<file path="config.mk">
export PLATFORM = sky130hd
export DESIGN_NAME = gcd_rgals_top
export DESIGN_NICKNAME = d
export VERILOG_FILES = /design/src/hw/gcd_pkg.sv /design/src/hw/gcd_rgals_top.sv /design/src/hw/gcd_dpath.sv /design/src/hw/gcd_ctrl.sv /design/src/hw/rgals_suppressor.sv /design/src/hw/rgals_tick_gen.sv
export VERILOG_INCLUDE_DIRS = /design/src /design/src/hw
export SDC_FILE = /design/constraint.sdc
export NUM_CORES = 1
export LEC_CHECK = 0
export BUFFER_PORTS_ARGS = -buffer_cell sky130_fd_sc_hd__buf_4
export CORE_MARGIN = 2
export CORE_UTILIZATION = 46
export CTS_CLUSTER_SIZE = 25
export DETAILED_ROUTE_END_ITERATION = 8
export PLACE_DENSITY = 0.7
export SETUP_SLACK_MARGIN = 0.2
export SLEW_MARGIN = 40
export SYNTH_ARGS = -nofsm -noshare
export SYNTH_HDL_FRONTEND = slang
export SYNTH_SLANG_ARGS = --single-unit
</file>
<file path="constraint.sdc">
create_clock -name clk -period 3.8 [get_ports clk]
set_input_delay 0.19 -clock clk [delete_from_list [all_inputs] [get_ports clk]]
set_output_delay 0.19 -clock clk [all_outputs]
set_load 0.05 [all_outputs]
</file>
<file path="src/hw/gcd_macros.svh">
//------------------------------------------------
// GCD_IO_DIV and GCD_CORE_DIV must be coprime, so both ticks line up
// once every GCD_IO_DIV * GCD_CORE_DIV cycles of clk
// GCD_PHASE_W must hold the larger of the two ratios
//------------------------------------------------
`ifndef GCD_MACROS_SVH
`define GCD_MACROS_SVH

// operand and result width
`define GCD_WIDTH 16

// clk cycles per io tick and per core tick
`define GCD_IO_DIV   5
`define GCD_CORE_DIV 3

// tick and phase counter width
`define GCD_PHASE_W 3

`endif
</file>
<file path="src/hw/gcd_pkg.sv">
//------------------------------------------------
// mux selects shared by the GCD control and datapath
//------------------------------------------------
`default_nettype none

package gcd_pkg;

  // A register input
  typedef enum logic [1:0] {
    A_SEL_IN  = 2'd0,
    A_SEL_SUB = 2'd1,
    A_SEL_B   = 2'd2
  } a_sel_e;

  // B register input
  typedef enum logic {
    B_SEL_A  = 1'b0,
    B_SEL_IN = 1'b1
  } b_sel_e;

endpackage

`default_nettype wire

</file>
<file path="src/hw/gcd_rgals_top.sv">
//------------------------------------------------
// GCD unit behind an io/core RGALS boundary, one clk for both domains
// req_a and req_b must hold until the request transfers
//------------------------------------------------
`timescale 1ns/10ps
`default_nettype none
`include "gcd_macros.svh"

module gcd_rgals_top (
  input  wire                   clk,
  input  wire                   clk_reset,
  input  wire                   req_val,
  output logic                  req_rdy,
  input  wire [`GCD_WIDTH-1:0]  req_a,
  input  wire [`GCD_WIDTH-1:0]  req_b,
  output logic                  resp_val,
  input  wire                   resp_rdy,
  output logic [`GCD_WIDTH-1:0] resp_msg
);

  import gcd_pkg::*;

  // domain enables
  logic   io_tick;
  logic   core_tick;

  // strobes on the core side of the boundary
  logic   core_req_val;
  logic   core_req_rdy;
  logic   core_resp_val;
  logic   core_resp_rdy;

  // control to datapath and back
  a_sel_e a_sel;
  b_sel_e b_sel;
  logic   a_en;
  logic   b_en;
  logic   is_a_lt_b;
  logic   is_b_zero;

  // -----------------------------------------------
  // clock-enable ticks, both in phase out of reset
  // -----------------------------------------------
  rgals_tick_gen #(.DIVIDE(`GCD_IO_DIV)) io_tick_gen (
    .clk       (clk),
    .clk_reset (clk_reset),
    .tick      (io_tick)
  );

  rgals_tick_gen #(.DIVIDE(`GCD_CORE_DIV)) core_tick_gen (
    .clk       (clk),
    .clk_reset (clk_reset),
    .tick      (core_tick)
  );

  // boundary strobe gating
  rgals_suppressor suppressor (
    .clk           (clk),
    .clk_reset     (clk_reset),
    .io_tick       (io_tick),
    .core_tick     (core_tick),
    .req_val_io    (req_val),
    .core_req_val  (core_req_val),
    .core_req_rdy  (core_req_rdy),
    .req_rdy_io    (req_rdy),
    .core_resp_val (core_resp_val),
    .resp_val_io   (resp_val),
    .resp_rdy_io   (resp_rdy),
    .core_resp_rdy (core_resp_rdy)
  );

  // -----------------------------------------------
  // core domain GCD unit
  // -----------------------------------------------
  gcd_ctrl ctrl (
    .clk       (clk),
    .clk_reset (clk_reset),
    .core_tick (core_tick),
    .req_val   (core_req_val),
    .req_rdy   (core_req_rdy),
    .resp_val  (core_resp_val),
    .resp_rdy  (core_resp_rdy),
    .is_a_lt_b (is_a_lt_b),
    .is_b_zero (is_b_zero),
    .a_sel     (a_sel),
    .a_en      (a_en),
    .b_sel     (b_sel),
    .b_en      (b_en)
  );

  gcd_dpath dpath (
    .clk       (clk),
    .req_a     (req_a),
    .req_b     (req_b),
    .a_sel     (a_sel),
    .a_en      (a_en),
    .b_sel     (b_sel),
    .b_en      (b_en),
    .is_a_lt_b (is_a_lt_b),
    .is_b_zero (is_b_zero),
    .result    (resp_msg)
  );

endmodule

`default_nettype wire

</file>
<file path="src/hw/gcd_dpath.sv">
//------------------------------------------------
// subtractive GCD datapath, registers have no reset
// result equals A only once B is zero
//------------------------------------------------
`timescale 1ns/10ps
`default_nettype none
`include "gcd_macros.svh"

module gcd_dpath (
  input  wire                   clk,
  input  wire [`GCD_WIDTH-1:0]  req_a,
  input  wire [`GCD_WIDTH-1:0]  req_b,
  input  wire gcd_pkg::a_sel_e  a_sel,
  input  wire                   a_en,
  input  wire gcd_pkg::b_sel_e  b_sel,
  input  wire                   b_en,
  output logic                  is_a_lt_b,
  output logic                  is_b_zero,
  output logic [`GCD_WIDTH-1:0] result
);

  import gcd_pkg::*;

  logic [`GCD_WIDTH-1:0] a_reg;
  logic [`GCD_WIDTH-1:0] b_reg;
  logic [`GCD_WIDTH-1:0] a_mux;
  logic [`GCD_WIDTH-1:0] b_mux;
  logic [`GCD_WIDTH-1:0] diff;

  // a - b, feeds A mux and the response
  assign diff = a_reg - b_reg;

  // input muxes
  always_comb begin
    case (a_sel)
      A_SEL_SUB: a_mux = diff;
      A_SEL_B:   a_mux = b_reg;
      default:   a_mux = req_a;
    endcase
  end

  assign b_mux = (b_sel == B_SEL_IN) ? req_b : a_reg;

  // operand registers
  always_ff @(posedge clk) begin
    if (a_en) begin
      a_reg <= a_mux;
    end
    if (b_en) begin
      b_reg <= b_mux;
    end
  end

  // status back to control
  assign is_a_lt_b = (a_reg < b_reg);
  assign is_b_zero = (b_reg == '0);
  assign result    = diff;

  // the fourth select code is never driven while A loads
  a_sel_legal : assert property (
    @(posedge clk) a_en |-> (a_sel inside {A_SEL_IN, A_SEL_SUB, A_SEL_B})
  );

endmodule

`default_nettype wire

</file>
<file path="src/hw/gcd_ctrl.sv">
//------------------------------------------------
// IDLE/CALC/DONE control, state moves on core ticks only
// enables out are already qualified with core_tick
//------------------------------------------------
`timescale 1ns/10ps
`default_nettype none

module gcd_ctrl (
  input  wire             clk,
  input  wire             clk_reset,
  input  wire             core_tick,
  input  wire             req_val,
  output logic            req_rdy,
  output logic            resp_val,
  input  wire             resp_rdy,
  input  wire             is_a_lt_b,
  input  wire             is_b_zero,
  output gcd_pkg::a_sel_e a_sel,
  output logic            a_en,
  output gcd_pkg::b_sel_e b_sel,
  output logic            b_en
);

  import gcd_pkg::*;

  typedef enum logic [1:0] {
    IDLE = 2'd0,
    CALC = 2'd1,
    DONE = 2'd2
  } state_e;

  state_e state;
  state_e state_next;
  logic   req_go;
  logic   resp_go;
  logic   calc_end;

  // transfers and the end of the loop, each on a core tick
  assign req_go   = core_tick && req_val && req_rdy;
  assign resp_go  = core_tick && resp_val && resp_rdy;
  assign calc_end = core_tick && !is_a_lt_b && is_b_zero;

  // -----------------------------------------------
  // state register and next state
  // -----------------------------------------------
  always_ff @(posedge clk or posedge clk_reset) begin
    if (clk_reset) begin
      state <= IDLE;
    end else begin
      state <= state_next;
    end
  end

  always_comb begin
    state_next = state;
    case (state)
      IDLE: if (req_go) state_next = CALC;
      CALC: if (calc_end) state_next = DONE;
      DONE: if (resp_go) state_next = IDLE;
      default: state_next = IDLE;
    endcase
  end

  // -----------------------------------------------
  // outputs
  // -----------------------------------------------
  always_comb begin
    req_rdy  = 1'b0;
    resp_val = 1'b0;
    a_sel    = A_SEL_IN;
    b_sel    = B_SEL_IN;
    a_en     = 1'b0;
    b_en     = 1'b0;
    case (state)
      IDLE: begin
        // latch both operands on the request transfer
        req_rdy = 1'b1;
        a_en    = req_go;
        b_en    = req_go;
      end
      CALC: begin
        // swap when a < b, else subtract, hold once b is zero
        a_sel = is_a_lt_b ? A_SEL_B : A_SEL_SUB;
        b_sel = B_SEL_A;
        a_en  = core_tick && !is_b_zero;
        b_en  = core_tick && is_a_lt_b;
      end
      DONE: begin
        resp_val = 1'b1;
      end
      default: begin
        req_rdy = 1'b0;
      end
    endcase
  end

  a_rdy_val_excl : assert property (
    @(posedge clk) disable iff (clk_reset) !(req_rdy && resp_val)
  );

endmodule

`default_nettype wire

</file>
<file path="src/hw/rgals_suppressor.sv">
//------------------------------------------------
// window only where io and core ticks meet at phase zero
// all gating is combinational, strobes only, data passes ungated
//------------------------------------------------
`timescale 1ns/10ps
`default_nettype none
`include "gcd_macros.svh"

module rgals_suppressor (
  input  wire  clk,
  input  wire  clk_reset,
  input  wire  io_tick,
  input  wire  core_tick,
  input  wire  req_val_io,
  output logic core_req_val,
  input  wire  core_req_rdy,
  output logic req_rdy_io,
  input  wire  core_resp_val,
  output logic resp_val_io,
  input  wire  resp_rdy_io,
  output logic core_resp_rdy
);

  logic [`GCD_PHASE_W-1:0] io_phase;
  logic [`GCD_PHASE_W-1:0] core_phase;
  logic                    window;

  // io ticks, modulo the core ratio
  always_ff @(posedge clk or posedge clk_reset) begin
    if (clk_reset) begin
      io_phase <= '0;
    end else if (io_tick) begin
      if (io_phase == `GCD_PHASE_W'(`GCD_CORE_DIV - 1)) begin
        io_phase <= '0;
      end else begin
        io_phase <= io_phase + 1'b1;
      end
    end
  end

  // core ticks, modulo the io ratio
  always_ff @(posedge clk or posedge clk_reset) begin
    if (clk_reset) begin
      core_phase <= '0;
    end else if (core_tick) begin
      if (core_phase == `GCD_PHASE_W'(`GCD_IO_DIV - 1)) begin
        core_phase <= '0;
      end else begin
        core_phase <= core_phase + 1'b1;
      end
    end
  end

  // -----------------------------------------------
  // transfer window and strobe gating
  // -----------------------------------------------

  // safe for both domains at once
  assign window = io_tick && core_tick && (io_phase == '0) && (core_phase == '0);

  // request io -> core, ready back
  assign core_req_val  = window && req_val_io;
  assign req_rdy_io    = window && core_req_rdy;
  // response core -> io, ready back
  assign resp_val_io   = window && core_resp_val;
  assign core_resp_rdy = window && resp_rdy_io;

  a_window_ticks : assert property (
    @(posedge clk) disable iff (clk_reset) window |-> (io_tick && core_tick)
  );

endmodule

`default_nettype wire

</file>
<file path="src/hw/rgals_tick_gen.sv">
//------------------------------------------------
// one-cycle clock-enable every DIVIDE clk cycles, DIVIDE >= 2
// first tick in the second cycle after clk_reset falls
//------------------------------------------------
`timescale 1ns/10ps
`default_nettype none
`include "gcd_macros.svh"

module rgals_tick_gen #(
  parameter int DIVIDE = 3
) (
  input  wire  clk,
  input  wire  clk_reset,
  output logic tick
);

  logic [`GCD_PHASE_W-1:0] count;

  // wrapping phase counter
  always_ff @(posedge clk or posedge clk_reset) begin
    if (clk_reset) begin
      count <= '0;
    end else if (count == `GCD_PHASE_W'(DIVIDE - 1)) begin
      count <= '0;
    end else begin
      count <= count + 1'b1;
    end
  end

  // phase one, so every generator fires on the first edge out of reset
  assign tick = (count == `GCD_PHASE_W'(1));

  // a tick is a single-cycle pulse
  a_tick_single : assert property (
    @(posedge clk) disable iff (clk_reset) ((DIVIDE > 1) && tick) |=> !tick
  );

endmodule

`default_nettype wire

</file>
==> impl_metrics.py, run 1 <==
metrics = {
    "worst_setup_path": {
        "criticalPathCategory": "reg2reg",
        "endpoint_kind": "flip-flop",
        "startpoint_type": "flip-flop",
        "maximum_net_fanout_on_the_critical_path": 11,
        "worstPathRequired_ns": 3.85,
        "worst_r2r_startpoint": "dpath.b_reg[0]",
        "crit_start": "dpath.b_reg[0]",
        "worst-r2r-setup-slack_ns": 0.50,
        "regToRegEndpoint": "dpath.a_reg[5]",
        "ff2ff_path_depth": 10,
        "crit_path_end": "dpath.a_reg[5]",
        "cp.arrival_ns": 3.36,
    },
    "floorplan": {
        "placeableCoreArea_um2": 6720,
        "initial_core_util_pct": 46.8,
        "placement_rows": 30,
        "die_h_um": 86.6,
        "pin_count": 54,
        "die_width_um": 86.6,
        "floorplan_die_area_um2": 7510,
    },
    "logic_synthesis": {
        "post_synth_inst_count": 344,
        "synth_enable_flop_cells": 32,
        "synth_async_sr_flop_share_pct": 30.4,
        "synth.lib_cells_used.distinct": 55,
        "syn_nets": 402,
        "synth_ff_type": "sky130_fd_sc_hd__edfxtp_1",
        "avgSynthCellArea_um2": 9.13,
        "synthesis.area_um2": 3140,
        "synth_seq_cells": 46,
        "synth.yosys.seq_area_share_pct": 41.7,
        "ys.warnings.count": 0,
    },
    "power": {
        "leakage_dissipation_nw": 1.69,
        "p_sw_share_pct": 33.4,
        "switching_power_uw": 458,
        "fin_total_pwr_mw": 1.37,
        "power_per_cell_area_nw_per_um2": 365,
        "seqPwrFrac_pct": 45.7,
        "p_int_uw": 913,
        "peakVddDrop_v": 0.000227,
        "clockPowerShare_pct": 25.9,
        "combPwrFrac_pct": 28.4,
    },
    "sta": {
        "timing.fmax_ghz": 0.303,
        "tightest_slew_ns": 0.691,
        "period_share_pct": 86.9,
        "worst_slew_margin_rel_pct": 53.8,
        "finalSetupViolations": 0,
        "fin_setup_tns_ns": 0,
        "fin_worst_skew_ns": 0.00520,
        "final_max_slew_viol_count": 0,
        "timing_hold_violations_final": 0,
        "grt_setup_unrepaired": "no",
        "min_period_ns": 3.30,
    },
    "hold_path": {
        "hold_path_depth": 3,
        "hp-class": "in2reg",
    },
    "clocking": {
        "post_cts.repair.setup_buffers": 0,
        "cts_inserted_buffers": 5,
        "worst_setup_hold_path_clk_slew_ns": 0.09,
        "cts-root-to-sink-buffers": 2,
        "clk_root_buffer_cell": "sky130_fd_sc_hd__clkbuf_8",
        "tritoncts": "built",
        "worstSkewPairLatency_ns": 0.31,
        "numClockSinks": 46,
        "cts_h_tree_lvls": 2,
    },
    "drt": {
        "dr.pass1.iters": 4,
        "first_iter_violations": 137,
        "totalWireLength_um": 7510,
        "viasPerCell": 5.42,
        "detailroute.via_count": 2598,
        "post_drt_wl_per_cell_um": 15.7,
        "drtAntennaViolNets": 0,
        "post-route-drc-count": 0,
    },
    "job": {
        "drv_cap": 0,
    },
    "grt": {
        "grt_pass1_vias": 2561,
        "global_route_wire_length_before_repair_um": 12400,
        "number_of_antenna_violations_at_the_first_check_in_global_routing": 0,
        "grt_start_max_net_pins": 26,
        "globalRouteOverflowTotal": 0,
        "gr-usage-all-layers_pct": 21.2,
    },
    "final_layout": {
        "diodes": 0,
        "nets": 456,
        "layout.filler_cells": 619,
        "area_delta_synth_final_pct": 19.4,
        "drive_gt1_share_pct": 20.6,
    },
    "placement": {
        "place_congestion": 0.928,
        "port_bufs": 53,
        "detailedPlacementHpwl_um": 5780,
    },
    "outcome": {
        "result_of_the_run": "finished clean",
    },
}
[logic make-up (layout without fill, tap and decap cells)]
kind of cell,count (synthesis),after routing,share of synthesized area [%]
AND/OR/NAND/NOR,129,129,19.1
AO/OA/AOI/OAI,77,77,16.8
multiplexers,12,12,3.86
XOR/XNOR,14,14,3.90
adder cells (fa/ha/maj),22,22,9.00
flip-flops,46,46,41.7
buffers and inverters,44,99,5.62
[worst min-delay path by stage]
| stage | startpoint | endpoint |
|---|---|---|
| final | req_b[8] | dpath.b_reg[8] |
| after global routing | req_b[8] | dpath.b_reg[8] |
| after CTS | req_b[8] | dpath.b_reg[8] |
| after detailed placement | clk_reset | ctrl.state[0] |
| after global placement | clk_reset | suppressor.io_phase[2] |
| after floorplan | clk_reset | core_tick_gen.count[0] |
[final cells by class]
| class | instances | area [µm²] | share of cell area [%] |
|---|---|---|---|
| well taps | 80 | 100 | 2.67 |
| repair buffers | 61 | 460 | 12.3 |
| multi-input cells | 254 | 1660 | 44.2 |
| clock inverters | 2 | 13.8 | 0.367 |
| flip-flops and latches | 46 | 1310 | 35.0 |
| clock buffers | 6 | 93.8 | 2.50 |
| inverters | 30 | 113 | 3.00 |
[routing by layer]
metal	vias to the layer above	track usage [%]	part of all wire, %
met4	0	7.53	1.9
met5	-	0	0
met2	65	33.7	46
met3	13	3.33	4.5
li1	1315	-	-
met1	1205	29.4	47
[metrics by stage]
| stage | hold slack [ns] | setup slack [ns] | cells | utilization, % | area, µm² |
|---|---|---|---|---|---|
| global route | 0.153 | 0.254 | 479 | 55.8 | 3750 |
| detailed placement | 0.270 | 0.524 | 470 | 54.1 | 3630 |
| CTS | 0.142 | 0.494 | 479 | 55.8 | 3750 |
| finish | 0.147 | 0.496 | 479 | 55.8 | 3750 |
| global placement | 0.263 | 0.626 | 470 | 54.0 | 3630 |
| floorplan | 0.0792 | 0.551 | 344 | - | 3140 |
[synth_stat cells (2+ instances only)]
library cell	instances	share of area, %
sky130_fd_sc_hd__a21o_1	5	1.2
sky130_fd_sc_hd__a21oi_1	20	3.2
sky130_fd_sc_hd__a31o_2	2	0.56
sky130_fd_sc_hd__and2_1	2	0.40
sky130_fd_sc_hd__buf_1	2	0.24
sky130_fd_sc_hd__clkbuf_1	10	1.2
sky130_fd_sc_hd__dfrtp_1	14	11
sky130_fd_sc_hd__edfxtp_1	32	31
sky130_fd_sc_hd__ha_1	21	8.4
sky130_fd_sc_hd__inv_1	30	3.6
sky130_fd_sc_hd__mux2i_1	11	3.5
sky130_fd_sc_hd__nand2_1	74	8.8
sky130_fd_sc_hd__nand2b_1	6	1.2
sky130_fd_sc_hd__nand3_1	11	1.8
sky130_fd_sc_hd__nor2_1	12	1.4
sky130_fd_sc_hd__nor2b_1	4	0.80
sky130_fd_sc_hd__nor3_1	4	0.64
sky130_fd_sc_hd__nor3b_1	2	0.48
sky130_fd_sc_hd__nor4_1	4	0.80
sky130_fd_sc_hd__o21a_1	4	0.96
sky130_fd_sc_hd__o21ai_0	16	2.5
sky130_fd_sc_hd__o21ai_1	8	1.3
sky130_fd_sc_hd__o311ai_1	4	1.1
sky130_fd_sc_hd__o31ai_1	2	0.48
sky130_fd_sc_hd__or3b_2	2	0.56
sky130_fd_sc_hd__xnor2_1	11	3.1
sky130_fd_sc_hd__xor2_1	3	0.84
[repair_timing]
action	4_1_cts	5_1_grt
gates resized for setup	0	0
hold buffers	1	0
endpoints found under the hold margin	14	0
[power by group through the flow]
stage                     logic, mW  clock network (mW)  registers, mW
after floorplan               0.258                   0          0.626
after global placement        0.379                   0          0.634
after detailed placement      0.390                   0          0.636
after CTS                     0.394               0.363          0.626
after global routing          0.436               0.381          0.628
final                         0.389               0.356          0.626
[critical path, cell delays in order (launching register included)]
cell and delay (ns):
sky130_fd_sc_hd__edfxtp_1 0.43, sky130_fd_sc_hd__ha_1 0.25, sky130_fd_sc_hd__fa_1 0.41, sky130_fd_sc_hd__and2b_1 0.24, sky130_fd_sc_hd__o2111ai_2 0.16, sky130_fd_sc_hd__a2111oi_4 0.48
sky130_fd_sc_hd__nor3_2 0.14, sky130_fd_sc_hd__a21oi_4 0.37, sky130_fd_sc_hd__buf_4 0.28, sky130_fd_sc_hd__mux2i_1 0.22, sky130_fd_sc_hd__o21ai_1 0.07
[cell usage in the layout, fill, tap and decap left out, types with 2 or more instances in the layout]
cell type and count:
sky130_fd_sc_hd__a21o_1 5, sky130_fd_sc_hd__a21oi_1 20, sky130_fd_sc_hd__a31o_2 2, sky130_fd_sc_hd__and2_1 2, sky130_fd_sc_hd__buf_4 60, sky130_fd_sc_hd__clkbuf_8 5, sky130_fd_sc_hd__dfrtp_1 14, sky130_fd_sc_hd__edfxtp_1 32
sky130_fd_sc_hd__ha_1 21, sky130_fd_sc_hd__inv_1 30, sky130_fd_sc_hd__mux2i_1 11, sky130_fd_sc_hd__nand2_1 74, sky130_fd_sc_hd__nand2b_1 5, sky130_fd_sc_hd__nand3_1 11, sky130_fd_sc_hd__nor2_1 12, sky130_fd_sc_hd__nor2b_1 3
sky130_fd_sc_hd__nor3_1 4, sky130_fd_sc_hd__nor3b_1 2, sky130_fd_sc_hd__nor4_1 4, sky130_fd_sc_hd__o21a_1 4, sky130_fd_sc_hd__o21ai_0 16, sky130_fd_sc_hd__o21ai_1 8, sky130_fd_sc_hd__o311ai_1 4, sky130_fd_sc_hd__o31ai_1 2
sky130_fd_sc_hd__or3b_2 2, sky130_fd_sc_hd__xnor2_1 11, sky130_fd_sc_hd__xor2_1 3
Power figures use the tool's default switching activity.
==> inputs of run 2 (changes only) <==
MAX_ROUTING_LAYER = met4   (was not set)
==> impl_metrics.py, run 2 (synthesis gave the netlist of run 1 again) <==
metrics = {
    "job": {
        "drv_cap": 0,
    },
    "clocking": {
        "tritoncts": "built",
        "numClockSinks": 46,
        "cts_h_tree_lvls": 2,
        "post_cts_resized": 0,
        "cts-root-to-sink-buffers": 2,
        "post_cts.repair.setup_buffers": 0,
        "clk_root_buffer_cell": "sky130_fd_sc_hd__clkbuf_8",
        "worstSkewPairLatency_ns": 0.30,
        "cts_inserted_buffers": 5,
        "worst_setup_hold_path_clk_slew_ns": 0.09,
    },
    "power": {
        "fin_total_pwr_mw": 1.36,
        "peakVddDrop_v": 0.000214,
        "leakage_dissipation_nw": 1.69,
        "power_per_cell_area_nw_per_um2": 363,
    },
    "final_layout": {
        "fin_cells": 479,
        "diodes": 0,
        "final_core_utilization_pct": 55.9,
        "drive_gt1_share_pct": 20.3,
        "layout.cells.most_common_list": "74 x sky130_fd_sc_hd__nand2_1, 60 x sky130_fd_sc_hd__buf_4, 32 x sky130_fd_sc_hd__edfxtp_1, 30 x sky130_fd_sc_hd__inv_1, 21 x sky130_fd_sc_hd__ha_1",
        "postLayoutCellArea_um2": 3750,
        "layout_commonest_cell": "sky130_fd_sc_hd__nand2_1",
        "area_delta_synth_final_pct": 19.5,
        "nets": 456,
    },
    "drt": {
        "drtAntennaViolNets": 0,
        "detailroute.via_count": 2635,
        "viasPerCell": 5.50,
        "totalWireLength_um": 7490,
        "first_iter_violations": 147,
        "dr.pass1.iters": 4,
        "post_drt_wl_per_cell_um": 15.6,
        "post-route-drc-count": 0,
    },
    "outcome": {
        "result_of_the_run": "finished clean",
    },
    "sta": {
        "min_period_ns": 3.28,
        "timing_hold_violations_final": 0,
        "finalSetupViolations": 0,
        "grt_setup_unrepaired": "no",
        "setup_slack_after_layout_ns": 0.525,
        "fin_setup_tns_ns": 0,
        "timing.fmax_ghz": 0.305,
        "fin_worst_skew_ns": 0.00698,
        "period_share_pct": 86.2,
        "tightest_slew_ns": 0.697,
        "worst_slew_margin_rel_pct": 53.4,
        "hold-worst-slack_ns": 0.154,
        "final_max_slew_viol_count": 0,
    },
    "placement": {
        "pre_cts_ws_ns": 0.513,
        "place_congestion": 0.936,
        "cell_total_after_placement": 470,
        "placed_area_um2": 3630,
        "detailedPlacementHpwl_um": 5800,
        "port_bufs": 53,
    },
    "worst_setup_path": {
        "criticalPathCategory": "reg2reg",
        "worstPathRequired_ns": 3.85,
        "slowest_delay_ns": 0.47,
        "maximum_net_fanout_on_the_critical_path": 11,
        "worst-r2r-setup-slack_ns": 0.52,
        "regToRegEndpoint": "dpath.a_reg[0]",
        "ff2ff_path_depth": 10,
        "critical-path-slowest-cell": "sky130_fd_sc_hd__a2111oi_4",
        "worst_r2r_startpoint": "dpath.b_reg[0]",
        "startpoint_type": "flip-flop",
        "timing.critical_path.max_delay_family": "compound AO/OA/AOI/OAI gates",
        "cp.arrival_ns": 3.32,
        "critical_path_buf_inv_count": 1,
        "critical_path.cell_chain": "ha_1 -> fa_1 -> and2b_1 -> o2111ai_2 -> a2111oi_4 -> nor3_2 -> a21oi_4 -> buf_4 -> mux2i_1 -> o21ai_1",
        "endpoint_kind": "flip-flop",
    },
    "grt": {
        "number_of_antenna_violations_at_the_first_check_in_global_routing": 0,
        "globalRouteOverflowTotal": 0,
        "grt_pass1_vias": 2554,
        "gr-usage-all-layers_pct": 21.6,
        "global_route_wire_length_before_repair_um": 12200,
        "grt_start_max_net_pins": 26,
    },
    "floorplan": {
        "initial_core_util_pct": 46.8,
        "die_h_um": 86.6,
        "pin_count": 54,
        "placeableCoreArea_um2": 6720,
        "die_width_um": 86.6,
        "floorplan_die_area_um2": 7510,
        "placement_rows": 30,
    },
    "hold_path": {
        "hold_path_depth": 3,
        "worstHoldEndpoint": "dpath.b_reg[8]",
        "worst_hold_startpoint": "req_b[8]",
        "hp-class": "in2reg",
    },
}
[run 2: cell count changes in the layout (fill, tap and decap cells not counted)]
cell and change:
sky130_fd_sc_hd__clkbuf_1 +1, sky130_fd_sc_hd__clkbuf_8 +1, sky130_fd_sc_hd__clkinv_2 -1, sky130_fd_sc_hd__inv_6 -1
[run 2: power breakdown]
group          switching, mW  internal (mW)  leakage [nW]
Clock                  0.171          0.188        0.0566
Sequential            0.0137          0.611         0.484
Combinational          0.249          0.131          1.15
Total                  0.433          0.930          1.69
[run 2: worst reg2reg max path: stages, from the launching register on]
cell and delay, ns:
sky130_fd_sc_hd__edfxtp_1 0.42, sky130_fd_sc_hd__ha_1 0.25, sky130_fd_sc_hd__fa_1 0.41, sky130_fd_sc_hd__and2b_1 0.24, sky130_fd_sc_hd__o2111ai_2 0.16, sky130_fd_sc_hd__a2111oi_4 0.47
sky130_fd_sc_hd__nor3_2 0.13, sky130_fd_sc_hd__a21oi_4 0.37, sky130_fd_sc_hd__buf_4 0.27, sky130_fd_sc_hd__mux2i_1 0.23, sky130_fd_sc_hd__o21ai_1 0.08
[run 2: worst max-delay path by stage]
stage | from | endpoint | slack [ns] | cells past startpoint
after floorplan | dpath.b_reg[0] | dpath.a_reg[12] | 0.55 | 9
after global placement | dpath.b_reg[0] | dpath.a_reg[1] | 0.63 | 10
after detailed placement | dpath.a_reg[0] | dpath.b_reg[5] | 0.51 | 11
after CTS | dpath.a_reg[0] | dpath.b_reg[3] | 0.49 | 11
after global routing | dpath.a_reg[0] | dpath.b_reg[1] | 0.28 | 11
final | dpath.b_reg[0] | dpath.a_reg[0] | 0.52 | 10
[run 2: per-layer routing]
layer	GRT usage (%)	share of wire, %
met1	28.6	46
met2	33.8	47
met3	3.33	5.9
met4	7.24	1.4
met5	-	0
[run 2: cell type report]
class                           count  area (µm²)
Clock buffer                        8         111
Fill cell                         625        2960
Inverter                           30         113
Multi-Input combinational cell    254        1660
Sequential cell                    46        1310
Tap cell                           80         100
Timing Repair Buffer               61         460
[run 2: what timing repair did]
action / CTS / global route
hold endpoints to repair: 14 / 0
hold buffers: 1 / 0
endpoints found under the setup margin: 0 / 0
==> inputs of run 3 (changes only) <==
PLACE_DENSITY = 0.73   (was 0.7)
clock period = 2.9 ns   (was 3.8 ns; I/O delays follow)
==> impl_metrics.py, run 3 (synthesis gave the netlist of run 1 again) <==
metrics = {
    "worst_setup_path": {
        "critical-path-slowest-cell": "sky130_fd_sc_hd__edfxtp_1",
        "criticalPathCategory": "reg2reg",
        "critical_path.cell_chain": "inv_1 -> ha_4 -> fa_2 -> and2b_2 -> o2111ai_4 -> a2111oi_4 -> buf_4 -> nor3_4 -> a21oi_4 -> buf_12 -> o21a_4 -> nor2_4 -> clkbuf_16",
        "worstPathRequired_ns": 2.93,
        "startpoint_type": "flip-flop",
        "cp.arrival_ns": 2.97,
        "endpoint_kind": "flip-flop",
        "slowest_delay_ns": 0.37,
        "maximum_net_fanout_on_the_critical_path": 8,
    },
    "floorplan": {
        "die_width_um": 86.6,
        "die_h_um": 86.6,
        "placeableCoreArea_um2": 6720,
        "pin_count": 54,
        "floorplan_die_area_um2": 7510,
        "placement_rows": 30,
        "initial_core_util_pct": 46.8,
    },
    "placement": {
        "place_congestion": 0.928,
        "pre_cts_ws_ns": 0.0187,
        "detailedPlacementHpwl_um": 5830,
        "port_bufs": 53,
    },
    "sta": {
        "grt_setup_unrepaired": "yes",
        "hold-worst-slack_ns": 0.104,
        "final_max_slew_viol_count": 0,
        "finalSetupViolations": 21,
        "min_period_ns": 2.94,
        "worst_slew_margin_rel_pct": 61.8,
        "setup_slack_after_layout_ns": -0.0432,
        "period_share_pct": 101,
        "tightest_slew_ns": 0.568,
        "fin_setup_tns_ns": -0.580,
        "fin_worst_skew_ns": 0.00768,
        "timing_hold_violations_final": 0,
        "timing.fmax_ghz": 0.340,
    },
    "drt": {
        "dr.pass1.iters": 4,
        "drtAntennaViolNets": 0,
        "detailroute.via_count": 2687,
        "post-route-drc-count": 0,
        "totalWireLength_um": 7860,
        "viasPerCell": 5.38,
        "first_iter_violations": 135,
        "post_drt_wl_per_cell_um": 15.8,
    },
    "clocking": {
        "cts_inserted_buffers": 5,
        "clk_root_buffer_cell": "sky130_fd_sc_hd__clkbuf_8",
        "worst_setup_hold_path_clk_slew_ns": 0.09,
        "tritoncts": "built",
        "cts_h_tree_lvls": 2,
        "numClockSinks": 46,
        "cts-root-to-sink-buffers": 2,
        "worstSkewPairLatency_ns": 0.30,
    },
    "power": {
        "leakage_dissipation_nw": 1.85,
        "p_int_mw": 1.19,
        "power_per_cell_area_nw_per_um2": 439,
        "fin_total_pwr_mw": 1.79,
        "p_sw_share_pct": 33.8,
        "clockPowerShare_pct": 22.8,
        "combPwrFrac_pct": 31.4,
        "switching_power_uw": 605,
        "peakVddDrop_v": 0.000389,
        "seqPwrFrac_pct": 45.8,
    },
    "job": {
        "drv_cap": 0,
    },
    "final_layout": {
        "multi_input_area_um2": 1780,
        "nets": 476,
        "layout_commonest_cell": "sky130_fd_sc_hd__nand2_1",
        "layout.cells.most_common_list": "74 x sky130_fd_sc_hd__nand2_1, 70 x sky130_fd_sc_hd__buf_4, 32 x sky130_fd_sc_hd__edfxtp_1, 29 x sky130_fd_sc_hd__inv_1, 20 x sky130_fd_sc_hd__ha_1",
        "diodes": 0,
        "area_delta_synth_final_pct": 29.7,
        "sequential_cell_area_um2": 1310,
        "layout.filler_cells": 598,
        "drive_gt1_share_pct": 28.4,
    },
    "grt": {
        "gr-usage-all-layers_pct": 21.5,
        "grt_start_max_net_pins": 28,
        "grt_pass1_vias": 2525,
        "globalRouteOverflowTotal": 0,
        "number_of_antenna_violations_at_the_first_check_in_global_routing": 0,
        "global_route_wire_length_before_repair_um": 12300,
    },
    "outcome": {
        "violations": "setup timing",
        "result_of_the_run": "finished with violations",
    },
    "hold_path": {
        "hp-class": "in2reg",
    },
}
-- run 3: cell types whose count changed in the layout (fill, tap and decap cells not counted), moves of 2 or more --
| cell | delta |
|---|---|
| sky130_fd_sc_hd__xnor2_2 | +4 |
| sky130_fd_sc_hd__buf_6 | +7 |
| sky130_fd_sc_hd__buf_4 | +10 |
| sky130_fd_sc_hd__xnor2_1 | -4 |
| sky130_fd_sc_hd__buf_12 | +2 |
| sky130_fd_sc_hd__o311ai_2 | +2 |
-- run 3: worst max-delay path, delay by kind of cell, from the launching register on --
family,cells,cell delay (ns)
DFF,1,0.37
AOI/OAI and AO/OA,4,0.68
buffers and inverters,4,0.60
and+or+nand+nor,3,0.67
adders and majority gates,2,0.34
-- run 3: area by class of cell --
type,instances,share of cell area (%)
flip-flops and latches,46,32.2
well taps,80,2.46
clock buffers,5,1.69
multi-input cells,254,43.8
inverters,30,2.76
clock inverters,3,0.491
repair buffers,81,16.7
-- run 3: routing by layer --
layer	vias up	part of all wire, %	GRT usage [%]
met2	50	50	35.0
met1	1276	46	28.9
met3	6	3.1	2.86
met5	-	0	-
met4	0	0.84	4.69
li1	1355	-	-
-- run 3: path summary, 6_finish.rpt --
| check | startpoint | endpoint | slack (ns) | depth (start not counted) |
|---|---|---|---|---|
| min reg2reg | core_tick_gen.count[0] | core_tick_gen.count[0] | 0.47 | 1 |
| min in group asynchronous | clk_reset | core_tick_gen.count[2] | 0.44 | 3 |
| max in group asynchronous | clk_reset | suppressor.core_phase[1] | 2.09 | 3 |
| max reg2reg | dpath.a_reg[0] | dpath.b_reg[14] | -0.04 | 13 |
| max | dpath.a_reg[0] | dpath.b_reg[14] | -0.04 | 13 |
| min | req_b[3] | dpath.b_reg[3] | 0.10 | 3 |
-- run 3: metrics by stage --
step                area, µm²  util (%)  std cells
floorplan                3200         -        344
global placement         3750      55.9        476
detailed placement       3750      55.9        476
CTS                      3930      58.5        490
global route             4080      60.7        499
finish                   4080      60.7        499
-- run 3: timing repair --
| item | in CTS | in global routing |
|---|---|---|
| cloned | 0 | 1 |
| setup endpoints to repair | 34 | 43 |
| buffers inserted | 5 | 8 |
| resized for setup | 9 | 11 |
| endpoints found under the hold margin | 14 | 0 |
| pin swaps | 8 | 12 |
| hold buffers | 1 | 0 |
-- run 3: power by group through the flow --
stage | logic [mW] | registers [mW] | clock network (mW)
5_1_grt | 0.623 | 0.822 | 0.443
3_3_place_gp | 0.504 | 0.832 | 0
3_5_place_dp | 0.525 | 0.834 | 0
2_1_floorplan | 0.346 | 0.818 | 0
4_1_cts | 0.535 | 0.820 | 0.421
6_report | 0.563 | 0.820 | 0.408
